[src/common/mx_pkg.sv]
package mx_pkg;

    // ========================================
    // MXINT8 block format
    // ========================================
    localparam int ELEMENT_WIDTH   = 8;
    localparam int SCALE_WIDTH     = 8;
    localparam int SCALE_SUM_WIDTH = SCALE_WIDTH + 1;   // scale_a + scale_b
    localparam int PRODUCT_WIDTH   = 2 * ELEMENT_WIDTH;

    typedef logic signed [ELEMENT_WIDTH-1:0] mx_element_t;
    typedef logic [SCALE_WIDTH-1:0]          mx_scale_t;

    // reserved codes
    localparam mx_scale_t   SCALE_NAN      = 8'd255;
    localparam mx_element_t ELEMENT_UNUSED = 8'h80;

    // ========================================
    // FP32 result format
    // ========================================
    localparam int FP32_EXP_WIDTH  = 8;
    localparam int FP32_FRAC_WIDTH = 23;

    typedef struct packed {
        logic                       sign;
        logic [FP32_EXP_WIDTH-1:0]  exponent;
        logic [FP32_FRAC_WIDTH-1:0] fraction;
    } fp32_t;

    localparam logic [FP32_EXP_WIDTH-1:0]  FP32_EXP_MAX   = 8'hff;
    localparam logic [FP32_FRAC_WIDTH-1:0] FP32_QNAN_FRAC = 23'h40_0000;

    // position of the leading one inside the block sum
    localparam int LEAD_POS_WIDTH = 6;

    // ========================================
    // exponent arithmetic
    // ========================================
    // element scaling 2^-12 and two scale biases of 127 give
    // biased exp = lead_pos + scale_sum - 266 + 127
    localparam int EXP_OFFSET = 139;

    // subnormal fraction = magnitude * 2^(scale_sum - 117)
    localparam logic [SCALE_SUM_WIDTH-1:0] SUBNORMAL_OFFSET = 9'd117;

    // ========================================
    // sideband carried next to the sum
    // ========================================
    typedef struct packed {
        logic [SCALE_SUM_WIDTH-1:0] scale_sum;
        logic                       is_nan;
        logic                       is_unused;
    } mx_side_t;

endpackage

[src/rtl/mx_block_classify.sv]
module mx_block_classify #(
    parameter int BLOCK_SIZE = 32
) (
    input  logic                                   i_clk,
    input  logic                                   i_reset,
    input  logic                                   i_valid,
    input  mx_pkg::mx_scale_t                      i_scale_a,
    input  mx_pkg::mx_scale_t                      i_scale_b,
    input  mx_pkg::mx_element_t [BLOCK_SIZE-1:0]   i_elements_a,
    input  mx_pkg::mx_element_t [BLOCK_SIZE-1:0]   i_elements_b,
    output mx_pkg::mx_side_t                       o_side
);

    mx_pkg::mx_side_t side_d;
    mx_pkg::mx_side_t side_q;
    logic             side_valid_q;

    always_comb begin
        side_d.scale_sum = mx_pkg::SCALE_SUM_WIDTH'(i_scale_a)
                         + mx_pkg::SCALE_SUM_WIDTH'(i_scale_b);
        side_d.is_nan    = (i_scale_a == mx_pkg::SCALE_NAN) || (i_scale_b == mx_pkg::SCALE_NAN);
        side_d.is_unused = 1'b0;
        for (int i = 0; i < BLOCK_SIZE; i++) begin
            if (i_elements_a[i] == mx_pkg::ELEMENT_UNUSED ||
                i_elements_b[i] == mx_pkg::ELEMENT_UNUSED) begin
                side_d.is_unused = 1'b1;
            end
        end
    end

    // two stages to line up with the product tree
    always_ff @(posedge i_clk) begin
        if (i_valid) begin
            side_q <= side_d;
        end
        if (side_valid_q) begin
            o_side <= side_q;
        end
    end

    always_ff @(posedge i_clk) begin
        if (i_reset) begin
            side_valid_q <= 1'b0;
        end else begin
            side_valid_q <= i_valid;
        end
    end

endmodule

[config.mk]
export PLATFORM = sky130hd
export DESIGN_NAME = mx_block_classify
export DESIGN_NICKNAME = d
export VERILOG_FILES = /design/src/common/mx_pkg.sv /design/src/rtl/mx_block_classify.sv
export SDC_FILE = /design/constraint.sdc
export NUM_CORES = 1
export LEC_CHECK = 0
export BUFFER_PORTS_ARGS = -buffer_cell sky130_fd_sc_hd__buf_2
export CORE_AREA = 2 2 211 213
export CTS_BUF_LIST = sky130_fd_sc_hd__clkbuf_2
export CTS_CLUSTER_SIZE = 30
export DETAILED_ROUTE_END_ITERATION = 8
export DIE_AREA = 0 0 213 215
export PLACE_DENSITY_LB_ADDON = 0.1
export SLEW_MARGIN = 10
export SYNTH_ARGS = -nofsm -noshare
export SYNTH_HDL_FRONTEND = slang
export SYNTH_SLANG_ARGS = --single-unit
[constraint.sdc]
create_clock -name i_clk -period 1.81 [get_ports i_clk]
set_input_delay 0.0905 -clock i_clk [delete_from_list [all_inputs] [get_ports i_clk]]
set_output_delay 0.0905 -clock i_clk [all_outputs]
set_load 0.01 [all_outputs]
* Word-level counts from Yosys, hierarchy flattened
Index checks and enable logic that the tools add are counted.
** Storage, ports and cells
- Register bits :: 23
- Bits of input ports :: 531
- Output and inout port bits :: 11
- Word-level logic and storage cells :: 109
** Operators by class
- $add $sub $neg :: 1
- Eq/ne operators :: 66
- Mux-type cells :: 1
- Reductions and logical operators :: 34
** Operators with widths (number)
- equality test 8 bit (second input constant) :: 66
- logical OR 1 bit :: 33
- OR reduction 31 bit :: 1
- adder 8 x 8 -> 9 bit :: 1
- 2-to-1 mux 1 bit :: 1

* Longest topological paths before layout
- Depth after elaboration :: 3
- Gate-level depth with buffers :: 7
- Depth with buffers taken out :: 7

* Least setup slack after synthesis
OpenSTA, ideal clock, no wires.
- Path type :: input port to flip-flop
- Start :: input i_scale_a[0]
- End :: register side_q[10] (netlist bit) (data pin)
- Library setup time :: 263 ps
- Data arrival time :: 1349 ps
- Data required time :: 1547 ps
- Path slack :: 198 ps
- Stages on the path :: 7
- Path buffers :: 0
- Cells stage by stage :: ha_1 > fa_1 > a21o_1 > a21oi_2 > nor2_2 > o31ai_4 > a21oi_1
** RTL lines
- start, declared :: line mx_block_classify.sv:7 : input mx_pkg::mx_scale_t i_scale_a,
- end signal, assigned :: line mx_block_classify.sv:34 : side_q <= side_d;
- end, declared :: line mx_block_classify.sv:15 : mx_pkg::mx_side_t side_q;

==> summary.log <==
INFO  sta            finalCriticalPeriod=1.42ns
INFO  synthesis      synth-seq-area-share=28.9%
INFO  sta            finalSetupViolCount=0
INFO  clocking       tritoncts=yes
INFO  synthesis      postSynth.asyncResetShare=0%
INFO  global_route   wire_length_of_the_first_global_routing_pass=30.6mm
INFO  clocking       clk_path_buf_depth=2
INFO  power_and_ir_drop p_clk_share=12.9%
INFO  run_status     status=completed
INFO  synthesis      post_synth_instance_area=2350um2
INFO  sta            final_min_period_over_clock_period=78.2%
INFO  power_and_ir_drop vdd.ir_drop.worst=0.000124V
INFO  synthesis      yosys.area.top_type=edfxtp_1
INFO  power_and_ir_drop leakage=2.75nW
INFO  synthesis      synthesis.yosys.warnings=0
INFO  clocking       clk_pin_slew_worst_setup_hold_paths=0.22ns
INFO  synthesis      most_area_consuming_cells_after_synthesis=edfxtp_1, nor4b_1, nor4_1
INFO  synthesis      synth.avg_cell_area=8.41um2
INFO  power_and_ir_drop p_int=0.00124W
INFO  synthesis      yosys-top-cells-count=nor4_1, nand2_1, nor4b_1, edfxtp_1, nand4_1
INFO  setup_path     critPathMaxFanout=2
INFO  floorplan      die_h=215um
INFO  routing        first_iter_violations=103
INFO  setup_path     cp_data_required_time=2.03ns
INFO  worst_hold_path whs_path_depth=2
INFO  routing        dr_total_vias=4,572
INFO  setup_path     timing.critical_path.arrival=1.64ns
INFO  routing        via_per_inst=3.19
INFO  clocking       ctsRootBufferMaster=clkbuf_2
INFO  floorplan      floorplan.io_pins=542
INFO  place          gpl.final_weighted_congestion=0.878
INFO  synthesis      library_cell_with_the_highest_instance_count_after_synthesis=nor4_1
INFO  synthesis      synth_ff_type=edfxtp_1
INFO  global_route   grtUsageMet3=2.31%
INFO  sta            worst-slew-pin-transition=1.05ns
INFO  place          dp_hpwl=21.8mm
INFO  global_route   vias_in_the_first_global_route=5,029
INFO  routing        postRouteAntennaNets=0
INFO  floorplan      die_area=45,800um2
INFO  sta            final.setup.tns=0ns
INFO  routing        remaining_drc_errors=0
INFO  floorplan      design.core.area=43,600um2
INFO  floorplan      fp.dieW=213um
INFO  layout         fillerInstances=5,091
INFO  power_and_ir_drop switching_share=28.6%
INFO  floorplan      row_count=77
INFO  global_route   antenna_found_initial=10
INFO  sta            slew_margin_rel=29.0%
INFO  setup_path     reg2reg_depth=0
INFO  worst_hold_path hold_start=i_scale_b[1]
INFO  sta            worst_clock_skew=0.00202ns
INFO  sta            fmaxAchievable=707MHz
INFO  setup_path     crit-reg2reg-launch=side_valid_q
INFO  layout         seq_area=681um2
INFO  clocking       tritoncts.num_buffers=3
INFO  synthesis      yosysUniqueCellTypes=23
INFO  synthesis      synth_top_area_share=28.1%
INFO  global_route   global_route.usage.met2=18.0%
INFO  routing        drtPass1Iterations=4
INFO  global_route   gr-usage-all-layers=9.30%
INFO  place          post-place-ws=-0.203ns
INFO  worst_hold_path timing.hold.worst_endpoint=side_q[3]
INFO  layout         design.final.nets=1,371
INFO  layout         area_of_the_multi_input_gates=1670um2
INFO  layout         drive_above_1_share=66.5%
INFO  global_route   grt-busiest-layer=met2
INFO  routing        route.detailed.wl_per_inst=15.8um
INFO  layout         layout_area_growth_over_synthesis=150%
INFO  sta            setup_ws=0.395ns
INFO  setup_path     endpoint_kind=flip-flop
INFO  routing        routed_wl=22.6mm
INFO  sta            fin_hold_ws=0.128ns
INFO  clocking       post_cts_setup_buffer_count=0
INFO  global_route   grt_max_degree=13
INFO  sta            grt_setup_unrepaired=no
INFO  sta            final_max_slew_viol_count=0
INFO  worst_hold_path worst_hold_path_type=primary input to flip-flop
INFO  run            cap_violations=0
INFO  power_and_ir_drop cellPowerDensity=295nW/um2
INFO  power_and_ir_drop sequentialPowerShare=38.9%
INFO  global_route   grt.met1_usage=9.50%
INFO  setup_path     worst_setup_path_class=primary input to flip-flop
INFO  power_and_ir_drop p_comb_share=48.2%
INFO  clocking       tritoncts_num_sinks=23
INFO  global_route   globalRouteOverflowTotal=0
INFO  sta            hold_violations=0
INFO  floorplan      start_util=5.39%
INFO  synthesis      synth_enable_flop_cells=22
INFO  place          port_buffers=541
INFO  power_and_ir_drop switchingPower=0.000496W
INFO  clocking       clock_insertion_delay_worst_skew=0.35ns
INFO  setup_path     start_kind=primary input
INFO  clocking       h-tree-depth=1
INFO  setup_path     rrSetupSlack=0.74ns
INFO  synthesis      mappedNetlistNets=820
INFO  setup_path     regToRegEndpoint=o_side[8]
INFO  synthesis      syn_inst=280
INFO  synthesis      synth_seq_cells=23
[sequential cells by signal, indices dropped and copies added, names as in the netlist]
| signal | count |
|---|---|
| o_side | 11 |
| side_q | 11 |
| side_valid_q | 1 |
[metrics by stage]
stage	utilization [%]	power (W)	instance area, um2	std cells
after floorplan	-	0.000860	2350	280
after global placement	13.3	0.00153	5820	1416
after detailed placement	13.3	0.00153	5820	1416
after CTS	13.4	0.00179	5860	1422
after global routing	13.5	0.00189	5890	1431
final	13.5	0.00174	5890	1432
[repair_timing]
action | in CTS | in global routing
hold buffers | 2 | 0
resized for setup | 0 | 0
hold endpoints to repair | 2 | 0
[logic make-up after synthesis]
logic type | count (synthesis) | synth area share (%)
AOI/OAI and AO/OA | 13 | 4.04
xor gates and xnor gates | 5 | 1.86
adders and majority gates | 9 | 5.10
buffers and inverters | 2 | 0.319
DFF | 23 | 28.9
and+or+nand+nor | 228 | 59.8
[layout make-up]
cell class                 instances  share of cell area (%)
timing repair buffer             546                    46.7
inverter                           2                   0.127
sequential                        23                    11.6
tap                              592                    12.6
antenna                           10                   0.425
multi-input combinational        255                    28.3
clock buffer                       4                   0.340
[power groups by stage]
| stage | clock, W | sequential (W) | combinational [W] |
|---|---|---|---|
| floorplan | 0 | 0.000697 | 0.000163 |
| global placement | 0 | 0.000693 | 0.000839 |
| detailed placement | 0 | 0.000693 | 0.000840 |
| CTS | 0.000257 | 0.000680 | 0.000849 |
| global route | 0.000276 | 0.000686 | 0.000927 |
| finish | 0.000224 | 0.000677 | 0.000838 |
[cells in the final DEF (no fill, tap or decap)]
master and n:
buf_2 541, nor4_1 68, nor4b_1 64, nand2_1 64, edfxtp_1 22, nand4_1 21
diode_2 10, nor2_1 8, ha_1 8, a21oi_1 4, clkbuf_2 4, o21ai_0 3
xor2_1 3, buf_4 3, inv_1 2, xnor2_1 2, dlygate4sd3_1 2, o21a_1 1
a21o_1 1, a21oi_2 1, nor2_2 1, o31ai_4 1, a21boi_1 1, o21bai_1 1
or2_2 1, nor2b_1 1, fa_1 1, dfxtp_1 1
[layer usage]
metal | share of wire (%) | vias to the layer above
met2 | 54 | 236
met4 | 2.9 | 2
met1 | 36 | 2002
met5 | 0.057 | -
li1 | - | 2304
met3 | 6.9 | 28
[critical path, stage by stage]
cell,delay [ns]
buf_2,0.10
ha_1,0.21
fa_1,0.41
a21o_1,0.21
a21oi_2,0.17
nor2_2,0.07
o31ai_4,0.18
a21boi_1,0.18
[worst max-delay path by stage]
| stage | start | end | slack, ns |
|---|---|---|---|
| finish | i_scale_a[0] | side_q[8] | 0.39 |
| global route | i_elements_a[223] | side_q[0] | 0.34 |
| CTS | i_elements_a[223] | side_q[0] | 0.27 |
| detailed placement | i_elements_a[223] | side_q[0] | -0.20 |
| global placement | i_elements_a[223] | side_q[0] | -0.20 |
| floorplan | i_scale_a[0] | side_q[10] | 0.20 |
Power figures use the tool's default switching activity.
