$ cat src/common/mx_pkg.sv
package mx_pkg;

    // ========================================
    // MXINT8 block format
    // ========================================
    localparam int ELEMENT_WIDTH   = 8;
    localparam int SCALE_WIDTH     = 8;
    localparam int SCALE_SUM_WIDTH = SCALE_WIDTH + 1;   // scale_a + scale_b
    localparam int PRODUCT_WIDTH   = 2 * ELEMENT_WIDTH;

    typedef logic signed [ELEMENT_WIDTH-1:0] mx_element_t;
    typedef logic [SCALE_WIDTH-1:0]          mx_scale_t;

    // reserved codes
    localparam mx_scale_t   SCALE_NAN      = 8'd255;
    localparam mx_element_t ELEMENT_UNUSED = 8'h80;

    // ========================================
    // FP32 result format
    // ========================================
    localparam int FP32_EXP_WIDTH  = 8;
    localparam int FP32_FRAC_WIDTH = 23;

    typedef struct packed {
        logic                       sign;
        logic [FP32_EXP_WIDTH-1:0]  exponent;
        logic [FP32_FRAC_WIDTH-1:0] fraction;
    } fp32_t;

    localparam logic [FP32_EXP_WIDTH-1:0]  FP32_EXP_MAX   = 8'hff;
    localparam logic [FP32_FRAC_WIDTH-1:0] FP32_QNAN_FRAC = 23'h40_0000;

    // position of the leading one inside the block sum
    localparam int LEAD_POS_WIDTH = 6;

    // ========================================
    // exponent arithmetic
    // ========================================
    // element scaling 2^-12 and two scale biases of 127 give
    // biased exp = lead_pos + scale_sum - 266 + 127
    localparam int EXP_OFFSET = 139;

    // subnormal fraction = magnitude * 2^(scale_sum - 117)
    localparam logic [SCALE_SUM_WIDTH-1:0] SUBNORMAL_OFFSET = 9'd117;

    // ========================================
    // sideband carried next to the sum
    // ========================================
    typedef struct packed {
        logic [SCALE_SUM_WIDTH-1:0] scale_sum;
        logic                       is_nan;
        logic                       is_unused;
    } mx_side_t;

endpackage

$ cat src/fp32_encode/fp32_normalizer.sv
module fp32_normalizer #(
    parameter int SUM_WIDTH = 21
) (
    input  logic                                  i_clk,
    input  logic                                  i_reset,
    input  logic                                  i_valid,
    input  logic signed [SUM_WIDTH-1:0]           i_sum,
    input  mx_pkg::mx_side_t                      i_side,
    output logic                                  o_valid,
    output mx_pkg::mx_side_t                      o_side,
    output logic                                  o_sign,
    output logic                                  o_is_zero,
    output logic [mx_pkg::LEAD_POS_WIDTH-1:0]     o_lead_pos,
    output logic [SUM_WIDTH-1:0]                  o_magnitude,
    output logic [mx_pkg::FP32_FRAC_WIDTH-1:0]    o_fraction
);

    localparam int FRAC_WIDTH = mx_pkg::FP32_FRAC_WIDTH;
    localparam int JUST_WIDTH = SUM_WIDTH + FRAC_WIDTH;

    logic                               sign;
    logic [SUM_WIDTH-1:0]               magnitude;
    logic [mx_pkg::LEAD_POS_WIDTH-1:0]  lead_pos;
    logic [JUST_WIDTH-1:0]              justified;

    assign sign      = i_sum[SUM_WIDTH-1];
    assign magnitude = sign ? -i_sum : i_sum;   // most negative sum never reached

    // priority search, highest set bit wins
    always_comb begin
        lead_pos = '0;
        for (int i = 0; i < SUM_WIDTH; i++) begin
            if (magnitude[i]) begin
                lead_pos = mx_pkg::LEAD_POS_WIDTH'(i);
            end
        end
    end

    // leading one lands on bit FRAC_WIDTH and drops out of the fraction
    assign justified = {magnitude, {FRAC_WIDTH{1'b0}}} >> lead_pos;

    always_ff @(posedge i_clk) begin
        o_side      <= i_side;
        o_sign      <= sign;
        o_is_zero   <= (magnitude == '0);
        o_lead_pos  <= lead_pos;
        o_magnitude <= magnitude;
        o_fraction  <= justified[FRAC_WIDTH-1:0];
    end

    always_ff @(posedge i_clk) begin
        if (i_reset) begin
            o_valid <= 1'b0;
        end else begin
            o_valid <= i_valid;
        end
    end

endmodule

$ cat config.mk
export PLATFORM = sky130hd
export DESIGN_NAME = fp32_normalizer
export DESIGN_NICKNAME = d
export VERILOG_FILES = /design/src/common/mx_pkg.sv /design/src/fp32_encode/fp32_normalizer.sv
export SDC_FILE = /design/constraint.sdc
export NUM_CORES = 1
export LEC_CHECK = 0
export BUFFER_PORTS_ARGS = -buffer_cell sky130_fd_sc_hd__buf_2
export CAP_MARGIN = 30
export CORE_ASPECT_RATIO = 1.75
export CORE_MARGIN = 2
export CORE_UTILIZATION = 57
export DETAILED_ROUTE_END_ITERATION = 16
export GPL_TIMING_DRIVEN = 1
export HOLD_SLACK_MARGIN = 0.03
export PLACE_DENSITY = 0.86
export SYNTH_ARGS = -nofsm -noshare
export SYNTH_HDL_FRONTEND = slang
export SYNTH_SLANG_ARGS = --single-unit
$ cat constraint.sdc
create_clock -name i_clk -period 6.6 [get_ports i_clk]
set_input_delay 1.32 -clock i_clk [delete_from_list [all_inputs] [get_ports i_clk]]
set_output_delay 1.32 -clock i_clk [all_outputs]
set_load 0.01 [all_outputs]
* After elaboration in Yosys (flattened, before gate mapping)
Cells that the tools add are included.
W data, S select, Z words.
** Cells by class
- $add $sub $neg :: 1
- Multiply operators :: 0
- Divide/modulo/power cells :: 0
- Magnitude comparators :: 0
- Equality and inequality tests :: 0
- Shift-type cells :: 1
- Muxes and demuxes :: 21
- Bitwise gates (word level) :: 0
- Reductions and logical operators :: 1
** Operators by type and width (count)
- $mux W6 :: 19
- $shr A44 B6 Y23 :: 1
- $logic_not A21 Y1 :: 1
- $mux W21 :: 1
- $neg A21 Y21 :: 1
- $mux W1 :: 1
** Word-level totals
- Flip-flop bits (word level) :: 64
- Bits in latches :: 0
- Memory bits (writable) :: 0
- ROM bits :: 0
- Input port bits :: 35
- Word-level logic and storage cells :: 33
- Memories :: 0

* Logic depth before layout (Yosys ltp)
Gate-level depths: netlist (run 1).
- Word-level depth :: 23
- Depth in mapped cells :: 16
- Mapped depth without buffers :: 14

* Least setup slack after synthesis (run 1)
OpenSTA, ideal clock, no wires.
- Path kind :: input-to-reg
- Start point :: input port i_sum[10]
- End point :: register o_fraction[22] in the netlist's numbering
- Arrival time :: 4383 ps
- Data required time :: 6507 ps
- Setup slack :: 2124 ps
- Stages :: 13
- Buffers on the path :: 2
- Cell sequence :: buf_6 or4_4 nor3_4 nand3_2 a22o_1 or4_1 a211o_1 and2_1 buf_6 mux2i_1 or2_2 a311o_1 o311ai_2
** On the way
- Cells in the longest elaborated chain, start to end :: 14
** RTL lines
- start, declared :: line fp32_normalizer.sv:7 : input logic signed [SUM_WIDTH-1:0] i_sum,
- $neg A21 Y21 :: line fp32_normalizer.sv:27 : assign magnitude = sign ? -i_sum : i_sum;
- $mux W21 (*) :: line fp32_normalizer.sv:27
- $mux W6 (11 in series) :: line fp32_normalizer.sv:33 : if (magnitude[i]) begin
- $shr A44 B6 Y23 (*) :: line fp32_normalizer.sv:40 : assign justified = {magnitude, {FRAC_WIDTH{1'b0}}} >> lead_pos;
- named net justified[22] :: line fp32_normalizer.sv:24 : logic [JUST_WIDTH-1:0] justified;
- end signal, assigned :: line fp32_normalizer.sv:48 : o_fraction <= justified[FRAC_WIDTH-1:0];
- end, declared :: line fp32_normalizer.sv:15 : output logic [mx_pkg::FP32_FRAC_WIDTH-1:0] o_fraction
The timed path passes the listed nets; every way through them passes the cells marked *.
A chain may end at the register's enable or synchronous reset.

* Worst setup path in the final report (run 1)
- Start point :: input port i_sum[0]
- End point :: register o_fraction[22] in the netlist's numbering
** On the way
- Cells in the longest elaborated chain, start to end :: 23
** RTL lines (line)
- $neg A21 Y21 :: fp32_normalizer.sv:27
- $mux W21 (*) :: fp32_normalizer.sv:27
- $mux W1 :: fp32_normalizer.sv:33
- $mux W6 (19 in series) :: fp32_normalizer.sv:33
- $shr A44 B6 Y23 (*) :: fp32_normalizer.sv:40
- named net justified[22] :: fp32_normalizer.sv:24
Marks and branches as above.

==> results of run 1 <==
==> routing by layer <==
| metal | track usage [%] | wire [um] | share of wire, % | vias up |
|---|---|---|---|---|
| met4 | 23.3 | 703 | 6.9 | 0 |
| met3 | 5.20 | 677 | 6.7 | 62 |
| met1 | 26.7 | 3500 | 34 | 1616 |
| li1 | - | - | - | 1677 |
| met2 | 53.6 | 5290 | 52 | 222 |
| met5 | 0 | 0 | 0 | - |
==> per-stage QoR <==
step / instances / instance area (um2) / utilization (%)
after floorplan: 421 / 3550 / -
after global routing: 586 / 4190 / 68.9
final: 586 / 4190 / 68.9
after detailed placement: 570 / 4000 / 65.8
after global placement: 570 / 4000 / 65.8
after CTS: 586 / 4190 / 68.9
==> cells in the final DEF, fill, tap and decap left out, types with 7 or more instances in the layout <==
| cell type | Yosys | routed |
|---|---|---|
| a21oi_1 | 22 | 22 |
| buf_2 | 7 | 97 |
| clkbuf_8 | 0 | 10 |
| dfxtp_1 | 63 | 63 |
| inv_1 | 23 | 23 |
| mux2i_1 | 17 | 17 |
| nand2_1 | 31 | 31 |
| nand3_1 | 14 | 14 |
| nor2_1 | 35 | 35 |
| nor3_1 | 7 | 7 |
| o21ai_0 | 19 | 19 |
| o21ai_1 | 8 | 8 |
| o22ai_1 | 9 | 9 |
| xnor2_1 | 7 | 7 |
| xor2_1 | 8 | 8 |
==> cell type report <==
type,count,area share (%)
multi-input combinational,305,49.1
sequential,63,30.1
timing repair buffer,98,11.8
clock buffer,12,3.46
tap,80,2.39
inverter,24,2.15
clock inverter,4,1.07
==> critical path, delay by kind of cell <==
family / cells / cell delay, ns
muxes: 1 / 0.29
and+or+nand+nor: 4 / 1.83
AOI/OAI and AO/OA: 6 / 1.62
adders and majority gates: 1 / 0.35
buffers and inverters: 2 / 0.27
==> registers in the layout, indices dropped and copies added, names as in the netlist <==
name	count
o_fraction	23
o_is_zero	1
o_lead_pos	5
o_magnitude	21
o_side	11
o_sign	1
o_valid	1
==> final timing paths <==
check / endpoint / slack [ns] / cells after the start
worst max-delay path: o_fraction[22] / 1.15 / 14
worst min-delay path: o_side[5] / 1.07 / 1
==> power groups by stage <==
stage | Clock [mW] | Combinational [mW] | Sequential, mW
6_report | 0.320 | 0.306 | 0.437
4_1_cts | 0.322 | 0.301 | 0.438
2_1_floorplan | 0 | 0.178 | 0.473
3_3_place_gp | 0 | 0.296 | 0.445
3_5_place_dp | 0 | 0.300 | 0.446
5_1_grt | 0.338 | 0.331 | 0.442
==> cells by family after synthesis <==
group                      Yosys count
buffers and inverters               53
AOI/OAI and AO/OA                  124
xor gates and xnor gates            15
DFF                                 63
muxes                               24
and+or+nand+nor                    137
adders and majority gates            1
other                                1
==> impl_metrics.ini, run 1 <==
[timing]
fin_crit_ns = 5.45
hold_violations = 0
finalSetupTns_ns = 0
setup_slack_ns = 1.15
fmax_mhz = 183
period_share_pct = 82.6
setup_viol = 0
tightest_slew_ns = 0.939
drv_slew = 0
max_slew_margin_pct = 37.4
holdWs_ns = 1.07
rsz0062_at_grt = no

[routing]
drtIter0Drc = 220
drcViolationCount = 0
dr.pass1.iters = 5
wl_per_cell_um = 17.4
drt-total-wl_mm = 10.2
vias_per_cell = 6.10
vias = 3577
detail-route-antenna-nets = 0

[clock_network]
cts_sinks = 63
h-tree-depth = 3
cts_tree = done
cts_root_buf = clkbuf_8
cts_inserted_buffers = 9
cts_resized = 0
cts.clk_slew.worst_paths_ns = 0.07
post-cts-setup-buffer-count = 0
ctsHoldBuffers = 0
cts.path.max_buffers = 2

[worst_setup_path]
path_class = input port to flip-flop
crit_arrival_ns = 5.69
path_cells = buf_2, inv_1, ha_1, or3b_2, nor3b_1, a2111oi_0, a32oi_1, a22oi_2, a211o_1, and2_1, mux2i_1, or2_2, a311o_1, o311ai_2
endpoint_kind = flip-flop
crit_slowest_cell = and2_1
start_kind = input port
slowest_delay_ns = 0.82
crit_fanout = 24
critical_path_required_ns = 6.84
startpoint = i_sum[0]

[floorplan]
dieArea_um2 = 6890
pin_count = 99
core.rowCount = 38
die_h_um = 108
core_um2 = 6090
initial_utilization_pct = 58.2
die_w_um = 63.6

[pwr]
combPwrFrac_pct = 28.8
power.switching_uw = 336
report.power.total_mw = 1.06
p_seq_share_pct = 41.1
vdd_ir_drop_max_v = 0.000114
clockPowerShare_pct = 30.1
p_int_uw = 728
power.density_nw_per_um2 = 254
switching_share_pct = 31.6
leakagePower_nw = 1.87

[finish]
fillers = 543
area_delta_synth_final_pct = 18.4
nets = 537
diodes = 0
regArea_um2 = 1260
drive_gt1_share_pct = 28.9
multi_input_area_um2 = 2060

[yosys]
synth_mux_area_share_pct = 7.42
synth_area_leaders = dfxtp_1 36%, mux2i_1 4.8%, nor2_1 3.7%
syn_inst = 418
synth-main-ff-cell = dfxtp_1
synth-seq-cells = 63
yosysTopAreaCell = dfxtp_1
synth_top_family_by_area = compound AO/OA/AOI/OAI gates
yosysUniqueCellTypes = 79
synth-xor-area-share_pct = 3.71
synth_common_cells = 63 x dfxtp_1, 35 x nor2_1, 31 x nand2_1
syn_avg_cell_area_um2 = 8.47
ys_warn_count = 0
synth_top_area_share_pct = 35.6
synthArstFlopShare_pct = 0
synth_edf_count = 0
synth_compound_area_share_pct = 25.3
synth-simple-area-share_pct = 20.9
post_synth_fa_ha_maj_area_fraction_pct = 0.353
netlist_area_um2 = 3540
yosysMostFrequentCell = dfxtp_1
ys_seq_area_share_pct = 35.6

[grt]
grt_pass1_vias = 3248
track_usage_pct = 28.8
grt_max_degree = 36
grt_overflow_total = 0
antenna_found_initial = 0
grt_pass1_wl_mm = 15.4

[placed_design]
place_ws_ns = 0.899
port_buffers = 97
dp_hpwl_mm = 7.82
gp_congestion = 0.987

[hold_path]
min_from = i_side[5]
hold_class = input port to flip-flop

[run]
cap_violations = 0

[outcome]
status = complete, no violations
Note: power is estimated with default switching activity, not from simulation.
==> run 2, diff against run 1 <==
--- a/config.mk
+++ b/config.mk
@@ -9,11 +9,11 @@
 export CAP_MARGIN = 30
 export CORE_ASPECT_RATIO = 1.75
 export CORE_MARGIN = 2
-export CORE_UTILIZATION = 57
+export CORE_UTILIZATION = 47
 export DETAILED_ROUTE_END_ITERATION = 16
 export GPL_TIMING_DRIVEN = 1
 export HOLD_SLACK_MARGIN = 0.03
-export PLACE_DENSITY = 0.86
+export PLACE_DENSITY = 0.76
 export SYNTH_ARGS = -nofsm -noshare
 export SYNTH_HDL_FRONTEND = slang
 export SYNTH_SLANG_ARGS = --single-unit
==> constraint.sdc (replaced) <==
create_clock -name i_clk -period 4.4 [get_ports i_clk]
set_input_delay 0.88 -clock i_clk [delete_from_list [all_inputs] [get_ports i_clk]]
set_output_delay 0.88 -clock i_clk [all_outputs]
set_load 0.01 [all_outputs]
==> run 2 against run 1 <==
Critical path depth is 2 higher; cell count is 8.2% higher; sequential share of layout area is 3.2 points lower; flip-flop and latch count stayed put; die area is 20% higher; sequential power is 51% higher; hold slack worse by 0.42 ns; worst setup slack worse by 0.86 ns; non-clock buffer count is 42 higher; critical endpoint is now o_fraction[16].
==> impl_metrics.ini, run 2 (synthesis gave the netlist of run 1 again) <==
[finish]
final_common_cell = buf_2
regArea_um2 = 1260
area_delta_synth_final_pct = 32.3
largest_reg_flops = 23
fillers = 655
final_cell_mix = 97 x buf_2, 63 x dfxtp_1, 42 x buf_4
diodes = 0
nets = 579
drive_gt1_share_pct = 34.7
top_regs = o_fraction x23, o_magnitude x21, o_side x11
largest-register = o_fraction
fin_util_pct = 64.3
multi_input_area_um2 = 2060

[timing]
tightest_slew_ns = 0.492
period_share_pct = 93.5
fin_crit_ns = 4.12
setup_slack_ns = 0.284
max_slew_margin_pct = 67.0
drv_slew = 0
setup_viol = 0
fmax_mhz = 243
hold_violations = 0
rsz0062_at_grt = no

[routing]
wl_per_cell_um = 17.0
vias_per_cell = 5.74
drcViolationCount = 0
detail-route-antenna-nets = 0
drt-total-wl_mm = 10.8
dr.pass1.iters = 4
drtIter0Drc = 213
vias = 3638

[worst_setup_path]
critical_path_required_ns = 4.60
critical_path.most_common_cell = buf_4
start_kind = input port
crit_arrival_ns = 4.31
path_cells = buf_2, inv_1, ha_2, or4b_2, o2bb2ai_1, nor2_1, a32oi_1, a22oi_2, a211o_1, and2_1, buf_4, buf_4, o21ai_2, o22ai_1, a221oi_2, o221ai_1
crit_fanout = 12
crit_slowest_cell = or4b_2
endpoint_kind = flip-flop
path_class = input port to flip-flop
slowest_delay_ns = 0.63

[grt]
grt_max_degree = 27
grt_pass1_vias = 3516
antenna_found_initial = 0
grt_pass1_wl_mm = 16.9
track_usage_pct = 25.9
grt_overflow_total = 0

[floorplan]
pin_count = 99
core_um2 = 7280
die_w_um = 69.6
core.rowCount = 41
initial_utilization_pct = 48.6
dieArea_um2 = 8270
die_h_um = 119

[run]
cap_violations = 0

[clock_network]
cts.clk_slew.worst_paths_ns = 0.05
ctsHoldBuffers = 0
h-tree-depth = 3
cts_inserted_buffers = 9
cts_tree = done
cts_root_buf = clkbuf_16
cts.path.max_buffers = 2
cts_sinks = 63

[placed_design]
port_buffers = 97
dp_hpwl_mm = 8.53
gp_congestion = 1.00
place_ws_ns = -0.103

[outcome]
status = complete, no violations

[pwr]
leakagePower_nw = 2.14
vdd_ir_drop_max_v = 0.000203
power.density_nw_per_um2 = 420

[hold_path]
hold_class = input port to flip-flop
## run 2: through the flow
step	hold slack, ns	total power [mW]	cell area (um2)	instances	setup TNS, ns
after floorplan	0.908	0.977	3550	421	0
after global placement	0.982	1.17	4340	618	0
after global routing	0.642	2.05	4680	634	0
after detailed placement	0.985	1.18	4340	618	-0.212
after CTS	0.641	1.98	4680	634	0
final	0.650	1.97	4680	634	0
## run 2: power breakdown
part	internal (mW)	total, mW	switching [mW]
logic	0.216	0.511	0.295
clock network	0.557	0.799	0.242
registers	0.642	0.658	0.0161
total	1.42	1.97	0.553
## run 2: path summary, 6_finish.rpt
path / startpoint / endpoint / slack [ns] / cells past startpoint
worst max-delay path: i_sum[0] / o_fraction[16] / 0.28 / 16
worst min-delay path: i_side[9] / o_side[9] / 0.65 / 1
## run 2: area by class of cell
class                   count  share of cell area (%)
multi-input cells         305                    44.0
repair buffers            140                    17.5
inverters                  24                    1.92
clock inverters             2                    1.28
clock buffers              14                    6.06
flip-flops and latches     63                    26.9
well taps                  86                    2.30
## run 2: metal layers
layer | up-vias | part of all wire, % | global-route usage, %
li1 | 1770 | - | -
met1 | 1699 | 35 | 25.0
met2 | 131 | 55 | 48.8
met3 | 38 | 4.8 | 4.91
met4 | 0 | 5.2 | 16.6
met5 | - | 0 | 0
## run 2: critical path, delay by kind of cell
family,cells,cell delay (ns)
buffers and inverters,4,0.53
AO/OA/AOI/OAI,8,1.67
adder cells (fa/ha/maj),1,0.26
AND/OR/NAND/NOR,3,0.97
## run 2: repair_timing
| item | 4_1_cts | 5_1_grt |
|---|---|---|
| gates resized for setup | 0 | 1 |
| endpoints found under the setup margin | 0 | 1 |
| buffers inserted | 0 | 0 |
