$ cat config.mk
export PLATFORM = sky130hd
export DESIGN_NAME = fp32_packer
export DESIGN_NICKNAME = d
export VERILOG_FILES = /design/src/common/mx_pkg.sv /design/src/fp32_encode/fp32_packer.sv
export SDC_FILE = /design/constraint.sdc
export NUM_CORES = 1
export LEC_CHECK = 0
export ABC_AREA = 1
export BUFFER_PORTS_ARGS = -buffer_cell sky130_fd_sc_hd__buf_2
export CORE_MARGIN = 3
export CORE_UTILIZATION = 25
export CTS_CLUSTER_DIAMETER = 200
export CTS_CLUSTER_SIZE = 24
export DETAILED_ROUTE_END_ITERATION = 16
export HOLD_SLACK_MARGIN = 0.15
export MAX_ROUTING_LAYER = met4
export SYNTH_ARGS = -nofsm -noshare
export SYNTH_HDL_FRONTEND = slang
export SYNTH_SLANG_ARGS = --single-unit
$ cat constraint.sdc
create_clock -name i_clk -period 4.65 [get_ports i_clk]
set_clock_uncertainty 0.1 [all_clocks]
set_input_delay 0.2325 -clock i_clk [delete_from_list [all_inputs] [get_ports i_clk]]
set_output_delay 0.2325 -clock i_clk [all_outputs]
set_load 0.02 [all_outputs]
$ cat src/common/mx_pkg.sv
package mx_pkg;

    // ========================================
    // MXINT8 block format
    // ========================================
    localparam int ELEMENT_WIDTH   = 8;
    localparam int SCALE_WIDTH     = 8;
    localparam int SCALE_SUM_WIDTH = SCALE_WIDTH + 1;   // scale_a + scale_b
    localparam int PRODUCT_WIDTH   = 2 * ELEMENT_WIDTH;

    typedef logic signed [ELEMENT_WIDTH-1:0] mx_element_t;
    typedef logic [SCALE_WIDTH-1:0]          mx_scale_t;

    // reserved codes
    localparam mx_scale_t   SCALE_NAN      = 8'd255;
    localparam mx_element_t ELEMENT_UNUSED = 8'h80;

    // ========================================
    // FP32 result format
    // ========================================
    localparam int FP32_EXP_WIDTH  = 8;
    localparam int FP32_FRAC_WIDTH = 23;

    typedef struct packed {
        logic                       sign;
        logic [FP32_EXP_WIDTH-1:0]  exponent;
        logic [FP32_FRAC_WIDTH-1:0] fraction;
    } fp32_t;

    localparam logic [FP32_EXP_WIDTH-1:0]  FP32_EXP_MAX   = 8'hff;
    localparam logic [FP32_FRAC_WIDTH-1:0] FP32_QNAN_FRAC = 23'h40_0000;

    // position of the leading one inside the block sum
    localparam int LEAD_POS_WIDTH = 6;

    // ========================================
    // exponent arithmetic
    // ========================================
    // element scaling 2^-12 and two scale biases of 127 give
    // biased exp = lead_pos + scale_sum - 266 + 127
    localparam int EXP_OFFSET = 139;

    // subnormal fraction = magnitude * 2^(scale_sum - 117)
    localparam logic [SCALE_SUM_WIDTH-1:0] SUBNORMAL_OFFSET = 9'd117;

    // ========================================
    // sideband carried next to the sum
    // ========================================
    typedef struct packed {
        logic [SCALE_SUM_WIDTH-1:0] scale_sum;
        logic                       is_nan;
        logic                       is_unused;
    } mx_side_t;

endpackage

$ cat src/fp32_encode/fp32_packer.sv
module fp32_packer #(
    parameter int SUM_WIDTH = 21
) (
    input  logic                                  i_clk,
    input  logic                                  i_reset,
    input  logic                                  i_valid,
    input  mx_pkg::mx_side_t                      i_side,
    input  logic                                  i_sign,
    input  logic                                  i_is_zero,
    input  logic [mx_pkg::LEAD_POS_WIDTH-1:0]     i_lead_pos,
    input  logic [SUM_WIDTH-1:0]                  i_magnitude,
    input  logic [mx_pkg::FP32_FRAC_WIDTH-1:0]    i_fraction,
    output logic                                  o_valid,
    output mx_pkg::fp32_t                         o_result,
    output logic                                  o_overflow,
    output logic                                  o_is_nan,
    output logic                                  o_is_unused
);

    localparam int FRAC_WIDTH     = mx_pkg::FP32_FRAC_WIDTH;
    localparam int WIDE_WIDTH     = SUM_WIDTH + FRAC_WIDTH;
    localparam int EXP_CALC_WIDTH = 11;
    localparam logic signed [EXP_CALC_WIDTH-1:0] EXP_LIMIT =
        EXP_CALC_WIDTH'(mx_pkg::FP32_EXP_MAX);

    logic signed [EXP_CALC_WIDTH-1:0]      exp_biased;
    logic [mx_pkg::SCALE_SUM_WIDTH-1:0]    sub_left;
    logic [mx_pkg::SCALE_SUM_WIDTH-1:0]    sub_right;
    logic [WIDE_WIDTH-1:0]                 sub_wide;
    mx_pkg::fp32_t                         result_d;
    logic                                  overflow_d;

    // wraps modulo 2^11, read back as signed
    assign exp_biased = EXP_CALC_WIDTH'(i_lead_pos) + EXP_CALC_WIDTH'(i_side.scale_sum)
                      - EXP_CALC_WIDTH'(mx_pkg::EXP_OFFSET);

    // ========================================
    // subnormal fraction
    // ========================================
    assign sub_left  = i_side.scale_sum - mx_pkg::SUBNORMAL_OFFSET;
    assign sub_right = mx_pkg::SUBNORMAL_OFFSET - i_side.scale_sum;

    always_comb begin
        if (i_side.scale_sum >= mx_pkg::SUBNORMAL_OFFSET) begin
            sub_wide = WIDE_WIDTH'(i_magnitude) << sub_left;
        end else begin
            sub_wide = WIDE_WIDTH'(i_magnitude) >> sub_right;  // truncates
        end
    end

    // ========================================
    // encode
    // ========================================
    always_comb begin
        result_d   = '0;
        overflow_d = 1'b0;
        if (i_side.is_nan) begin
            result_d.exponent = mx_pkg::FP32_EXP_MAX;
            result_d.fraction = mx_pkg::FP32_QNAN_FRAC;
        end else if (i_is_zero) begin
            result_d = '0;                      // always +0
        end else if (exp_biased >= EXP_LIMIT) begin
            result_d.sign     = i_sign;
            result_d.exponent = mx_pkg::FP32_EXP_MAX;
            overflow_d        = 1'b1;
        end else if (exp_biased <= 0) begin
            result_d.sign     = i_sign;
            result_d.fraction = sub_wide[FRAC_WIDTH-1:0];
        end else begin
            result_d.sign     = i_sign;
            result_d.exponent = exp_biased[mx_pkg::FP32_EXP_WIDTH-1:0];
            result_d.fraction = i_fraction;
        end
    end

    always_ff @(posedge i_clk) begin
        o_result    <= result_d;
        o_overflow  <= overflow_d;
        o_is_nan    <= i_side.is_nan;
        o_is_unused <= i_side.is_unused;
    end

    always_ff @(posedge i_clk) begin
        if (i_reset) begin
            o_valid <= 1'b0;
        end else begin
            o_valid <= i_valid;
        end
    end

endmodule

* Yosys cells after proc, flatten, opt, wreduce, memory -nomap -nowiden *
Index checks and enable logic that the tools add are counted.

storage, ports and cells
  register bits after elaboration = 36
  input bits = 66
  output and inout bits = 36
  word-level logic and storage cells = 26

cells by class
  $add $sub $neg = 4
  order comparisons = 3
  shift-type cells = 2
  mux-type cells = 7
  reduce and logical (&&, ||, !) cells = 2

operators by type and width
  kind                                                                                  count
  23-bit 2-to-1 mux                                                                     3
  31-bit 2-to-1 mux                                                                     1
  21-bit by 9-bit left shift with 23-bit output                                         1
  21-bit by 9-bit right shift with 23-bit output                                        1
  8-bit 2-to-1 mux                                                                      2
  11-bit by 9-bit greater-or-equal comparator with 1-bit output, second input constant  1
  11-bit by 1-bit <= comparator with 1-bit output, second input constant                1
  10-bit by 8-bit subtractor with 11-bit output, second input constant                  1
  6-bit by 9-bit adder with 10-bit output                                               1
  9-bit by 7-bit greater-or-equal comparator with 1-bit output, second input constant   1
  7-bit by 9-bit subtractor with 9-bit output, first input constant                     1
  9-bit by 7-bit subtractor with 9-bit output, second input constant                    1
  3-bit OR reduction                                                                    1
  2-bit OR reduction                                                                    1
  1-bit 2-to-1 mux                                                                      1

* Longest topological paths before layout *
Gate-level depths: netlist of the first run.

  depth after elaboration = 6
  mapped depth = 23
  gate-level depth less buffers = 20

* Worst setup path before layout of the first run *
No wires, ideal clock.

  path type = in2reg
  from = input i_side[2] in the netlist's numbering
  to = register o_result[10] in the netlist's numbering
  library setup time = 0.115 ns
  data arrival time = 2.957 ns
  data required time = 4.435 ns
  setup slack = 1.478 ns
  stages on the path = 20
  path buffers = 3
  cell sequence = inv_1 -> clkbuf_1 -> clkbuf_1 -> ha_1 -> inv_1 -> ha_1 -> fa_1 -> nand3_1 -> nand3_1 -> xor2_1 -> inv_1 -> nor2_1 -> nand3_1 -> nand2_1 -> nand2_2 -> inv_2 -> buf_4 -> nand3_1 -> o21ai_0 -> inv_1

between the ends
  word-level cells in the longest chain between the ends = 4

RTL lines
  what                                                                                   RTL line           text
  start, declared                                                                        fp32_packer.sv:7   input mx_pkg::mx_side_t i_side,
  6-bit by 9-bit adder with 10-bit output (tied with other cells)                        fp32_packer.sv:34  assign exp_biased = EXP_CALC_WIDTH'(i_lead_pos) + EXP_CALC_WIDTH'(i_side.scale_sum)
  10-bit by 8-bit subtractor with 11-bit output (tied with other cells)                  fp32_packer.sv:35  - EXP_CALC_WIDTH'(mx_pkg::EXP_OFFSET);
  11-bit by 9-bit greater-or-equal comparator with 1-bit output (tied with other cells)  fp32_packer.sv:62  end else if (exp_biased >= EXP_LIMIT) begin
  3-bit OR reduction (no source line) / 23-bit 2-to-1 mux (equally long branches)        -
  end signal, assigned                                                                   fp32_packer.sv:77  o_result <= result_d;
  end, declared                                                                          fp32_packer.sv:14  output mx_pkg::fp32_t o_result,

Several ways; a longest one is shown, not always the timed one.
A chain may end at the register's enable or synchronous reset.

* Worst setup path in the final report of the first run *
  from = input i_side[3] in the netlist's numbering
  to = register o_result[8] in the netlist's numbering

Same word-level chain as after synthesis.

==> key figures, run 1 <==
Outcome
  – Status: finished clean

CTS
  – CTS tree: built
  – Worst-path clk slew: 60 ps
  – Max clock buf depth: 2
  – Post-CTS sizing: 0
  – Clock sinks: 36
  – Total CTS buffers: 5
  – H-tree Lvls: 2
  – CTS Root Cell: clkbuf_16

Global routing
  – Largest net degree at the start of global routing: 42
  – Most crowded layer after global routing: met1
  – GRT Total Usage: 0.182
  – Met3 global-route usage: 0.0314
  – Vias in the first global route: 5161
  – Grt total ovfl: 0
  – Initial antenna violation count: 0
  – GRT met1 Usage: 0.264
  – First-pass GRT wire length: 27.9 mm
  – Global routing usage on met2: 0.249

Placement
  – DP HPWL: 14.2 mm
  – Placed cells: 1064
  – Area after DPL: 5020 um2
  – PortBufs: 101
  – Placer Congestion: 0.994

Floorplan
  – I/O Pins: 102
  – Core area: 16900 um2
  – Die height: 139 um
  – Initial Util: 0.260
  – Die Area: 19300 um2
  – Num rows: 47
  – Die width: 139 um

Timing
  – Final Hold Fails: 0
  – Peak Freq: 297 MHz
  – Worst-Margin Slew: 776 ps
  – Worst slew margin: 0.482
  – # setup viols final: 0
  – Unrepaired setup endpoints after global routing: false
  – Final slew viol count: 0
  – Fin crit period: 3360 ps
  – Setup TNS: 0 ps
  – Period utilisation layout: 0.723

Yosys
  – Largest cells by area after synthesis: nand3_1 22%, nand2_1 17%, dfxtp_1 16%
  – Post-synth cell types: 39
  – Post-synth ARST share: 0
  – Simple-gate share of the synthesized area: 0.528
  – Mux contribution to synthesized area: 0
  – Leading area contributor after synthesis: nand3_1
  – Synth Area in Compound Gates: 0.114
  – Synth Area in XOR/XNOR: 0.0156
  – Post-synth top area share: 0.225
  – Largest family of logic cells by synthesized area: simple AND/OR/NAND/NOR gates
  – Syn_area_per_cell: 5.71 um2
  – Synth Area in Adders: 0.0613
  – Synth Instances: 773
  – Sequential fraction of the synthesis area: 0.163
  – Mapped Area: 4410 um2
  – Commonest cells post-synth: 201 x nand2_1, 198 x nand3_1, 66 x inv_1, 43 x nor2_1
  – Yosys reg bits: 36
  – Synth warn: 0
  – Syn Nets: 860
  – Post-synth EDFFs: 0
  – Prevailing post-synth register cell: dfxtp_1
  – Most frequent cell after synthesis: nand2_1

Routing
  – WL final: 17.7 mm
  – Antenna Nets Post-Route: 0
  – Iter 0 DRT Violations: 824
  – First-pass DRT Iterations: 5
  – Number of vias per cell: 5.18
  – Vias post-DR: 5605
  – Routed len/inst: 16.3 um
  – DRC errors left: 0

Power
  – Worst vdd ir: 199 uV
  – Tot Pwr: 1.24 mW
  – P_leak: 2.70 nW
  – Switching share of total power: 0.420
  – Clk pwr share: 0.269
  – Pint: 0.719 mW
  – Sequential power share: 0.271
  – Power per standard cell area: 235 nW/um2
  – Gate power share: 0.459
  – Switching pwr: 0.521 mW

Setup path
  – CP required: 4710 ps
  – Setup CP Type: input port to flop
  – Slowest stage delay, CP: 460 ps
  – Critical Path AT: 3420 ps
  – Slowest-stage cell, CP: inv_2
  – Crit. End Element: flop
  – CP most frequent cell: nand3_1
  – Crit path launch type: input port
  – CP Max Fanout: 36
  – Critical path, cell by cell: buf_2 -> buf_4 -> ha_1 -> ha_1 -> fa_1 -> nand3_1 -> nand3_1 -> xor2_1 -> inv_1 -> nor2_1 -> nand3_1 -> nand2_1 -> nand2_2 -> inv_2 -> o21ai_0 -> nor3_1 -> nor2_1

Cells and area
  – Post-route cell area: 5290 um2
  – Filler instances: 1954
  – Diodes inserted: 0
  – Layout cells sized above 1: 0.173
  – Area grow syn2layout: 19.8%
  – Final net count: 949
  – Fin cells: 1083

Job
  – Max-Cap Viols: 0

Min path
  – Min-Delay Path Class: input port to flop
## logic make-up after synthesis
group / Yosys count
flip-flops: 36
XOR/XNOR: 7
adder cells (fa/ha/maj): 21
buffers and inverters: 113
AO/OA/AOI/OAI: 95
AND/OR/NAND/NOR: 501
## path summary, 6_finish.rpt
path | to | cells past startpoint | start | slack (ps)
worst max-delay path | o_result[8]$_SDFF_PP0_ | 17 | i_side[3] | 1290
worst min-delay path | o_result[0]$_SDFF_PP0_ | 3 | i_fraction[0] | 160
## metrics by stage
stage / setup slack (ps) / util / hold WS, ps
2_1_floorplan: 1480 / - / 160
6_report: 1290 / 0.312 / 158
5_1_grt: 969 / 0.312 / 170
3_3_place_gp: 1170 / 0.297 / 237
3_5_place_dp: 1010 / 0.297 / 247
4_1_cts: 1290 / 0.312 / 151
## state kept, by name (all words and copies together) (netlist names)
signal / count
o_result: 32
o_is_nan: 1
o_is_unused: 1
o_overflow: 1
o_valid: 1
## layout by cell type (no fill, tap or decap), drive strengths merged
master,synthesis,layout
a21oi,39,39
a31oi,2,2
a41oi,1,1
buf,26,110
clkbuf,13,6
clkinv,2,3
dfxtp,36,36
dlygate4sd3,0,11
fa,1,1
ha,20,20
inv,72,73
nand2,209,209
nand3,206,206
nand3b,1,1
nand4,29,29
nor2,48,48
nor3,5,5
o211ai,2,2
o21ai,49,49
o21bai,1,1
o31ai,1,1
or2,3,3
xor2,7,7
## power by group through the flow
stage                     clock, mW  combinational (mW)  sequential, mW
after floorplan                   0               0.356           0.374
after global placement            0               0.556           0.344
after detailed placement          0               0.550           0.344
after CTS                     0.346               0.560           0.337
after global routing          0.360               0.634           0.339
final                         0.334               0.570           0.337
## worst max-delay path, delay by kind of cell
kind	cells	cell delay, ps
AND/OR/NAND/NOR	8	990
AO/OA/AOI/OAI	1	170
adder cells (fa/ha/maj)	3	990
XOR/XNOR	1	180
buffers and inverters	4	850
## cell type report
type	instances	area, um2	share of cell area
clock buffers	6	139	0.0263
inverters	74	283	0.0535
well taps	220	275	0.0521
clock inverters	2	13.8	0.00260
multi-input cells	624	3170	0.600
flip-flops and latches	36	721	0.136
repair buffers	121	683	0.129
## timing repair
action                                 CTS  global route
hold buffers                            11             0
endpoints found under the hold margin   11             0
buffers inserted                         0             0
## layer usage
layer,vias to the layer above,wire (um)
met2,293,7040
met1,2495,8500
met3,34,1560
li1,2783,-
met4,0,567
met5,-,0
No activity file was read; power rests on OpenSTA's default activity.
==> run 2: changes to the inputs <==
==> constraint.sdc (replaced) <==
create_clock -name i_clk -period 2.99 [get_ports i_clk]
set_clock_uncertainty 0.1 [all_clocks]
set_input_delay 0.1495 -clock i_clk [delete_from_list [all_inputs] [get_ports i_clk]]
set_output_delay 0.1495 -clock i_clk [all_outputs]
set_load 0.02 [all_outputs]
==> key figures, run 2 (synthesis gave the netlist of run 1 again) <==
Routing
  – Number of vias per cell: 5.17 (about the same)
  – WL final: 17.5 mm (-1.1%)
  – DRC errors left: 0 (unchanged)
  – Vias post-DR: 5814 (+3.7%)
  – First-pass DRT Iterations: 7 (+2)
  – Antenna Nets Post-Route: 0 (unchanged)
  – Routed len/inst: 15.5 um (-4.7%)
  – Iter 0 DRT Violations: 809 (-1.8%)

Cells and area
  – Area grow syn2layout: 28.2%
  – Fin cells: 1124 (+3.8%)
  – Max FFs per register: 32 (unchanged)
  – Biggest register: o_result
  – Final net count: 990 (+4.3%)
  – Layout cells sized above 1: 0.187 (+0.0143)
  – Area of the multi-input gates: 3170 um2 (unchanged)
  – Post-route cell area: 5660 um2 (+7.0%)
  – FF/Latch Area: 721 um2 (unchanged)
  – Filler instances: 1878 (-3.9%)
  – Most common cell after layout, fill and taps aside: nand2_1
  – Commonest non-fill, non-tap cells in the layout: 201 x nand2_1, 198 x nand3_1, 101 x buf_2
  – Diodes inserted: 0 (unchanged)

Floorplan
  – Core area: 16900 um2 (unchanged)
  – Num rows: 47 (unchanged)
  – Initial Util: 0.260 (unchanged)
  – Die Area: 19300 um2 (unchanged)
  – Die height: 139 um (unchanged)
  – Die width: 139 um (unchanged)
  – I/O Pins: 102 (unchanged)

Placement
  – PortBufs: 101 (unchanged)
  – Placed cells: 1086 (+2.1%)
  – DP HPWL: 13.9 mm (-2.2%)
  – Area after DPL: 5210 um2 (+3.8%)
  – Placement Setup Slack: 83.5 ps (-922 ps)
  – Placer Congestion: 0.976 (-1.9%)

Power
  – Tot Pwr: 1.96 mW (+58%)
  – P_leak: 2.89 nW (+6.9%)
  – Power per standard cell area: 346 nW/um2 (+47%)
  – Worst vdd ir: 395 uV (+98%)

CTS
  – CTS Root Cell: clkbuf_16
  – Hold-fix buffers, CTS: 30 (+19)
  – Worst-path clk slew: 50 ps (about the same)
  – CTS tree: built
  – Clock sinks: 36 (unchanged)
  – Total CTS buffers: 5 (unchanged)
  – Postcts setup bufs: 0 (unchanged)
  – Post-CTS sizing: 0 (unchanged)
  – H-tree Lvls: 2 (unchanged)
  – Max clock buf depth: 2 (unchanged)

Outcome
  – Status: finished clean

Setup path
  – Crit path launch type: input port
  – CP Max Fanout: 9 (-75%)
  – Critical Path AT: 2690 ps (-730 ps)
  – CP required: 3050 ps (-1660 ps)
  – Crit. End Element: flop
  – Setup CP Type: input port to flop

Timing
  – Setup TNS: 0 ps (unchanged)
  – Peak Freq: 379 MHz
  – # setup viols final: 0 (unchanged)
  – Worst-Margin Slew: 550 ps (-226 ps)
  – Worst slew margin: 0.631 (+0.149)
  – Final Hold Fails: 0 (unchanged)
  – Worst setup margin: 353 ps (-933 ps)
  – Final slew viol count: 0 (unchanged)
  – Period utilisation layout: 0.882
  – Fin crit period: 2640 ps
  – Unrepaired setup endpoints after global routing: false

Global routing
  – GRT Total Usage: 0.182 (about the same)
  – Initial antenna violation count: 0 (unchanged)
  – Grt total ovfl: 0 (unchanged)
  – First-pass GRT wire length: 28.2 mm (+1.0%)
  – Vias in the first global route: 5317 (+3.0%)
  – Largest net degree at the start of global routing: 42 (unchanged)

Min path
  – Min-Delay Path Class: input port to flop
  – Hold depth: 4 (+1)
  – Hold path startpoint: i_lead_pos[0]
  – Hold EP: o_result[23]$_SDFF_PP1_

Job
  – Max-Cap Viols: 0 (unchanged)
## run 2: changes by cell type in the layout (fill, tap and decap cells not counted), sizes merged
cell / before / now
dlygate4sd3: 11 / 30
inv: 73 / 72
clkbuf: 6 / 7
buf: 110 / 132
## run 2: layer usage
layer  share of wire  wire length [um]  up-vias  global-route usage
li1                -                 -     2862                   -
met1            0.47              8290     2613               0.268
met2            0.41              7170      317               0.256
met3           0.094              1640       22              0.0272
met5               0                 0        -                   -
met4           0.021               367        0              0.0515
## run 2: where the power goes
group          leakage [nW]  internal, mW  switching, mW
registers             0.297         0.516        0.00802
clock network        0.0681         0.310          0.181
logic                  2.52         0.321          0.620
total                  2.89          1.15          0.809
## run 2: worst max-delay path, cell delays in order
cell,delay (ps)
buf_2,110
inv_1,120
ha_1,170
inv_1,50
ha_1,210
fa_1,430
nand3_1,100
nand3_1,80
xor2_1,180
inv_1,80
nor2_1,110
nand3_1,70
nand2_1,90
nand2_2,60
inv_2,170
o21ai_0,130
nor3_1,310
nor2_1,60
## run 2: per-stage QoR
| stage | util | hold slack (ps) |
|---|---|---|
| 6_report | 0.334 | 260 |
| 3_3_place_gp | 0.308 | 153 |
| 2_1_floorplan | - | 77.2 |
| 5_1_grt | 0.334 | 318 |
| 3_5_place_dp | 0.308 | 155 |
| 4_1_cts | 0.334 | 269 |
## run 2: final cells by class
type,instances,share of cell area
Multi-Input combinational cell,624,0.561
Timing Repair Buffer,162,0.188
Sequential cell,36,0.127
Inverter,74,0.0500
Tap cell,220,0.0487
Clock buffer,7,0.0235
Clock inverter,1,0.00155
## run 2: worst max-delay path by stage
stage | from | endpoint | slack (ps)
2_1_floorplan | i_side[2] | o_result[10]$_SDFF_PP0_ | 10
3_3_place_gp | i_side[3] | o_result[9]$_SDFF_PP0_ | 150
3_5_place_dp | i_side[2] | o_result[8]$_SDFF_PP0_ | 80
4_1_cts | i_side[2] | o_result[8]$_SDFF_PP0_ | 370
5_1_grt | i_side[2] | o_result[10]$_SDFF_PP0_ | 30
6_report | i_side[2] | o_result[8]$_SDFF_PP0_ | 350
==> run 3: changes to the inputs <==
--- a/config.mk
+++ b/config.mk
@@ -12,8 +12,9 @@
 export CTS_CLUSTER_DIAMETER = 200
 export CTS_CLUSTER_SIZE = 24
 export DETAILED_ROUTE_END_ITERATION = 16
+export GPL_TIMING_DRIVEN = 0
 export HOLD_SLACK_MARGIN = 0.15
-export MAX_ROUTING_LAYER = met4
+export PLACE_DENSITY = 0.43
 export SYNTH_ARGS = -nofsm -noshare
 export SYNTH_HDL_FRONTEND = slang
 export SYNTH_SLANG_ARGS = --single-unit
==> key figures, run 3 (synthesis gave the netlist of run 1 again) <==
Cells and area
  – Commonest non-fill, non-tap cells in the layout: 199 x nand2_1, 196 x nand3_1, 111 x buf_2
  – Diodes inserted: 0 (unchanged)
  – Most common cell after layout, fill and taps aside: nand2_1
  – Utilization after layout: 0.343 (+0.00946)
  – Area grow syn2layout: 31.8%
  – Max FFs per register: 32 (unchanged)
  – Layout cells sized above 1: 0.207 (+0.0205)
  – Biggest register: o_result
  – Final net count: 1002 (+1.2%)
  – Filler instances: 1940 (+3.3%)

Floorplan
  – Die height: 139 um (unchanged)
  – Die Area: 19300 um2 (unchanged)
  – Core area: 16900 um2 (unchanged)
  – Initial Util: 0.260 (unchanged)
  – Die width: 139 um (unchanged)
  – Num rows: 47 (unchanged)
  – I/O Pins: 102 (unchanged)

Power
  – Worst vdd ir: 567 uV (+44%)
  – Power per standard cell area: 363 nW/um2 (+5.0%)
  – P_leak: 2.93 nW (+1.7%)
  – Tot Pwr: 2.11 mW (+8.0%)

Placement
  – Placer Congestion: 0.920 (-5.7%)
  – PortBufs: 100 (-0.99%)
  – DP HPWL: 15.6 mm (+12%)

Timing
  – Final slew viol count: 0 (unchanged)
  – Period utilisation layout: 0.919 (+0.0375)
  – Unrepaired setup endpoints after global routing: false
  – Peak Freq: 364 MHz (-4.1%)
  – Worst slew margin: 0.453 (-0.178)
  – Fin crit period: 2750 ps (+112 ps)
  – Final Hold Fails: 0 (unchanged)
  – Worst-Margin Slew: 818 ps (+268 ps)
  – # setup viols final: 0 (unchanged)

Routing
  – Vias post-DR: 5699 (-2.0%)
  – First-pass DRT Iterations: 5 (-2)
  – Number of vias per cell: 5.02 (-3.0%)
  – DRC errors left: 0 (unchanged)
  – Routed len/inst: 16.9 um (+8.6%)
  – WL final: 19.2 mm (+9.7%)
  – Iter 0 DRT Violations: 594 (-27%)
  – Antenna Nets Post-Route: 0 (unchanged)

Global routing
  – Initial antenna violation count: 0 (unchanged)
  – Grt total ovfl: 0 (unchanged)
  – Largest net degree at the start of global routing: 13 (-69%)
  – GRT Total Usage: 0.192 (+0.0102)
  – First-pass GRT wire length: 30.2 mm (+7.2%)
  – Vias in the first global route: 5485 (+3.2%)

Job
  – Max-Cap Viols: 0 (unchanged)

Setup path
  – Critical path, cell by cell: buf_2 -> clkinvlp_4 -> buf_8 -> ha_1 -> inv_1 -> ha_1 -> fa_2 -> nand4_1 -> nand3_2 -> xor2_2 -> or2_1 -> o21ai_1 -> nand2_2 -> nand2_4 -> inv_2 -> buf_4 -> o21ai_0 -> a21oi_1
  – Slowest stage delay, CP: 440 ps (about the same)
  – Buf/Inv on CP: 6 (+1)
  – Crit. End Element: flop
  – CP required: 3060 ps (about the same)
  – CP most frequent cell: ha_1
  – Slowest-stage cell, CP: fa_2
  – Crit path launch type: input port
  – CP Max Fanout: 11 (+2)
  – Setup CP Type: input port to flop
  – Critical Path AT: 2820 ps (+130 ps)
  – Top delay family on crit path: adder cells

CTS
  – CTS tree: built
  – Clock sinks: 36 (unchanged)
  – Max clock buf depth: 2 (unchanged)
  – CTS Root Cell: clkbuf_16
  – H-tree Lvls: 2 (unchanged)
  – Total CTS buffers: 5 (unchanged)
  – Worst-path clk slew: 60 ps (about the same)

Outcome
  – Status: finished clean

Min path
  – Min-Delay Path Class: input port to flop
[run 3: cell types whose count changed in the layout (fill, tap and decap cells not counted), sizes merged]
cell / before / now
bufinv: 0 / 1
clkbuf: 7 / 15
buf: 132 / 135
dlygate4sd3: 30 / 29
clkinvlp: 0 / 2
inv: 72 / 71
[run 3: final timing paths]
check | slack, ps | depth (start not counted) | startpoint | to
max | 240 | 18 | i_side[2] | o_result[19]$_SDFF_PP0_
min | 150 | 5 | i_fraction[10] | o_result[10]$_SDFF_PP0_
[run 3: routing by layer]
metal,GRT usage,share of wire
met1,0.293,0.51
met2,0.283,0.41
met3,0.0245,0.070
met4,0.0489,0.017
met5,0,0
[run 3: final cells by class]
cell class	count	area, um2	share of cell area
multi-input cells	624	3250	0.559
repair buffers	136	843	0.145
flip-flops and latches	36	721	0.124
inverters	74	292	0.0501
well taps	220	275	0.0473
plain buffers	38	267	0.0458
clock buffers	5	125	0.0215
clock inverters	3	42.5	0.00731
[run 3: timing repair]
action | in CTS | in global routing
resized for setup | 10 | 32
pin swaps | 0 | 2
endpoints found under the setup margin | 31 | 30
buffers inserted | 3 | 4
hold buffers | 29 | 0
gates cloned | 0 | 0
hold endpoints to repair | 27 | 0
[run 3: report_power, final]
group          internal, mW  leakage (nW)  switching [mW]
clock                 0.391        0.0798           0.202
sequential            0.516         0.297         0.00757
combinational         0.335          2.56           0.660
[run 3: through the flow]
stage               TNS, ps  hold slack (ps)  area, um2  setup slack, ps  std cells
floorplan                 0             77.2       4410             10.6        773
global placement     -25320              156       5190            -1010       1093
detailed placement   -24380              154       5190             -970       1093
CTS                       0              175       5700             31.6       1132
global route              0              170       5820             7.68       1136
finish                    0              147       5820              241       1136
[run 3: tightest hold or removal path, cell delays in order]
cell	delay [ps]
buf_2	80
nor2_1	40
nor2_1	100
o21ai_1	80
inv_1	50
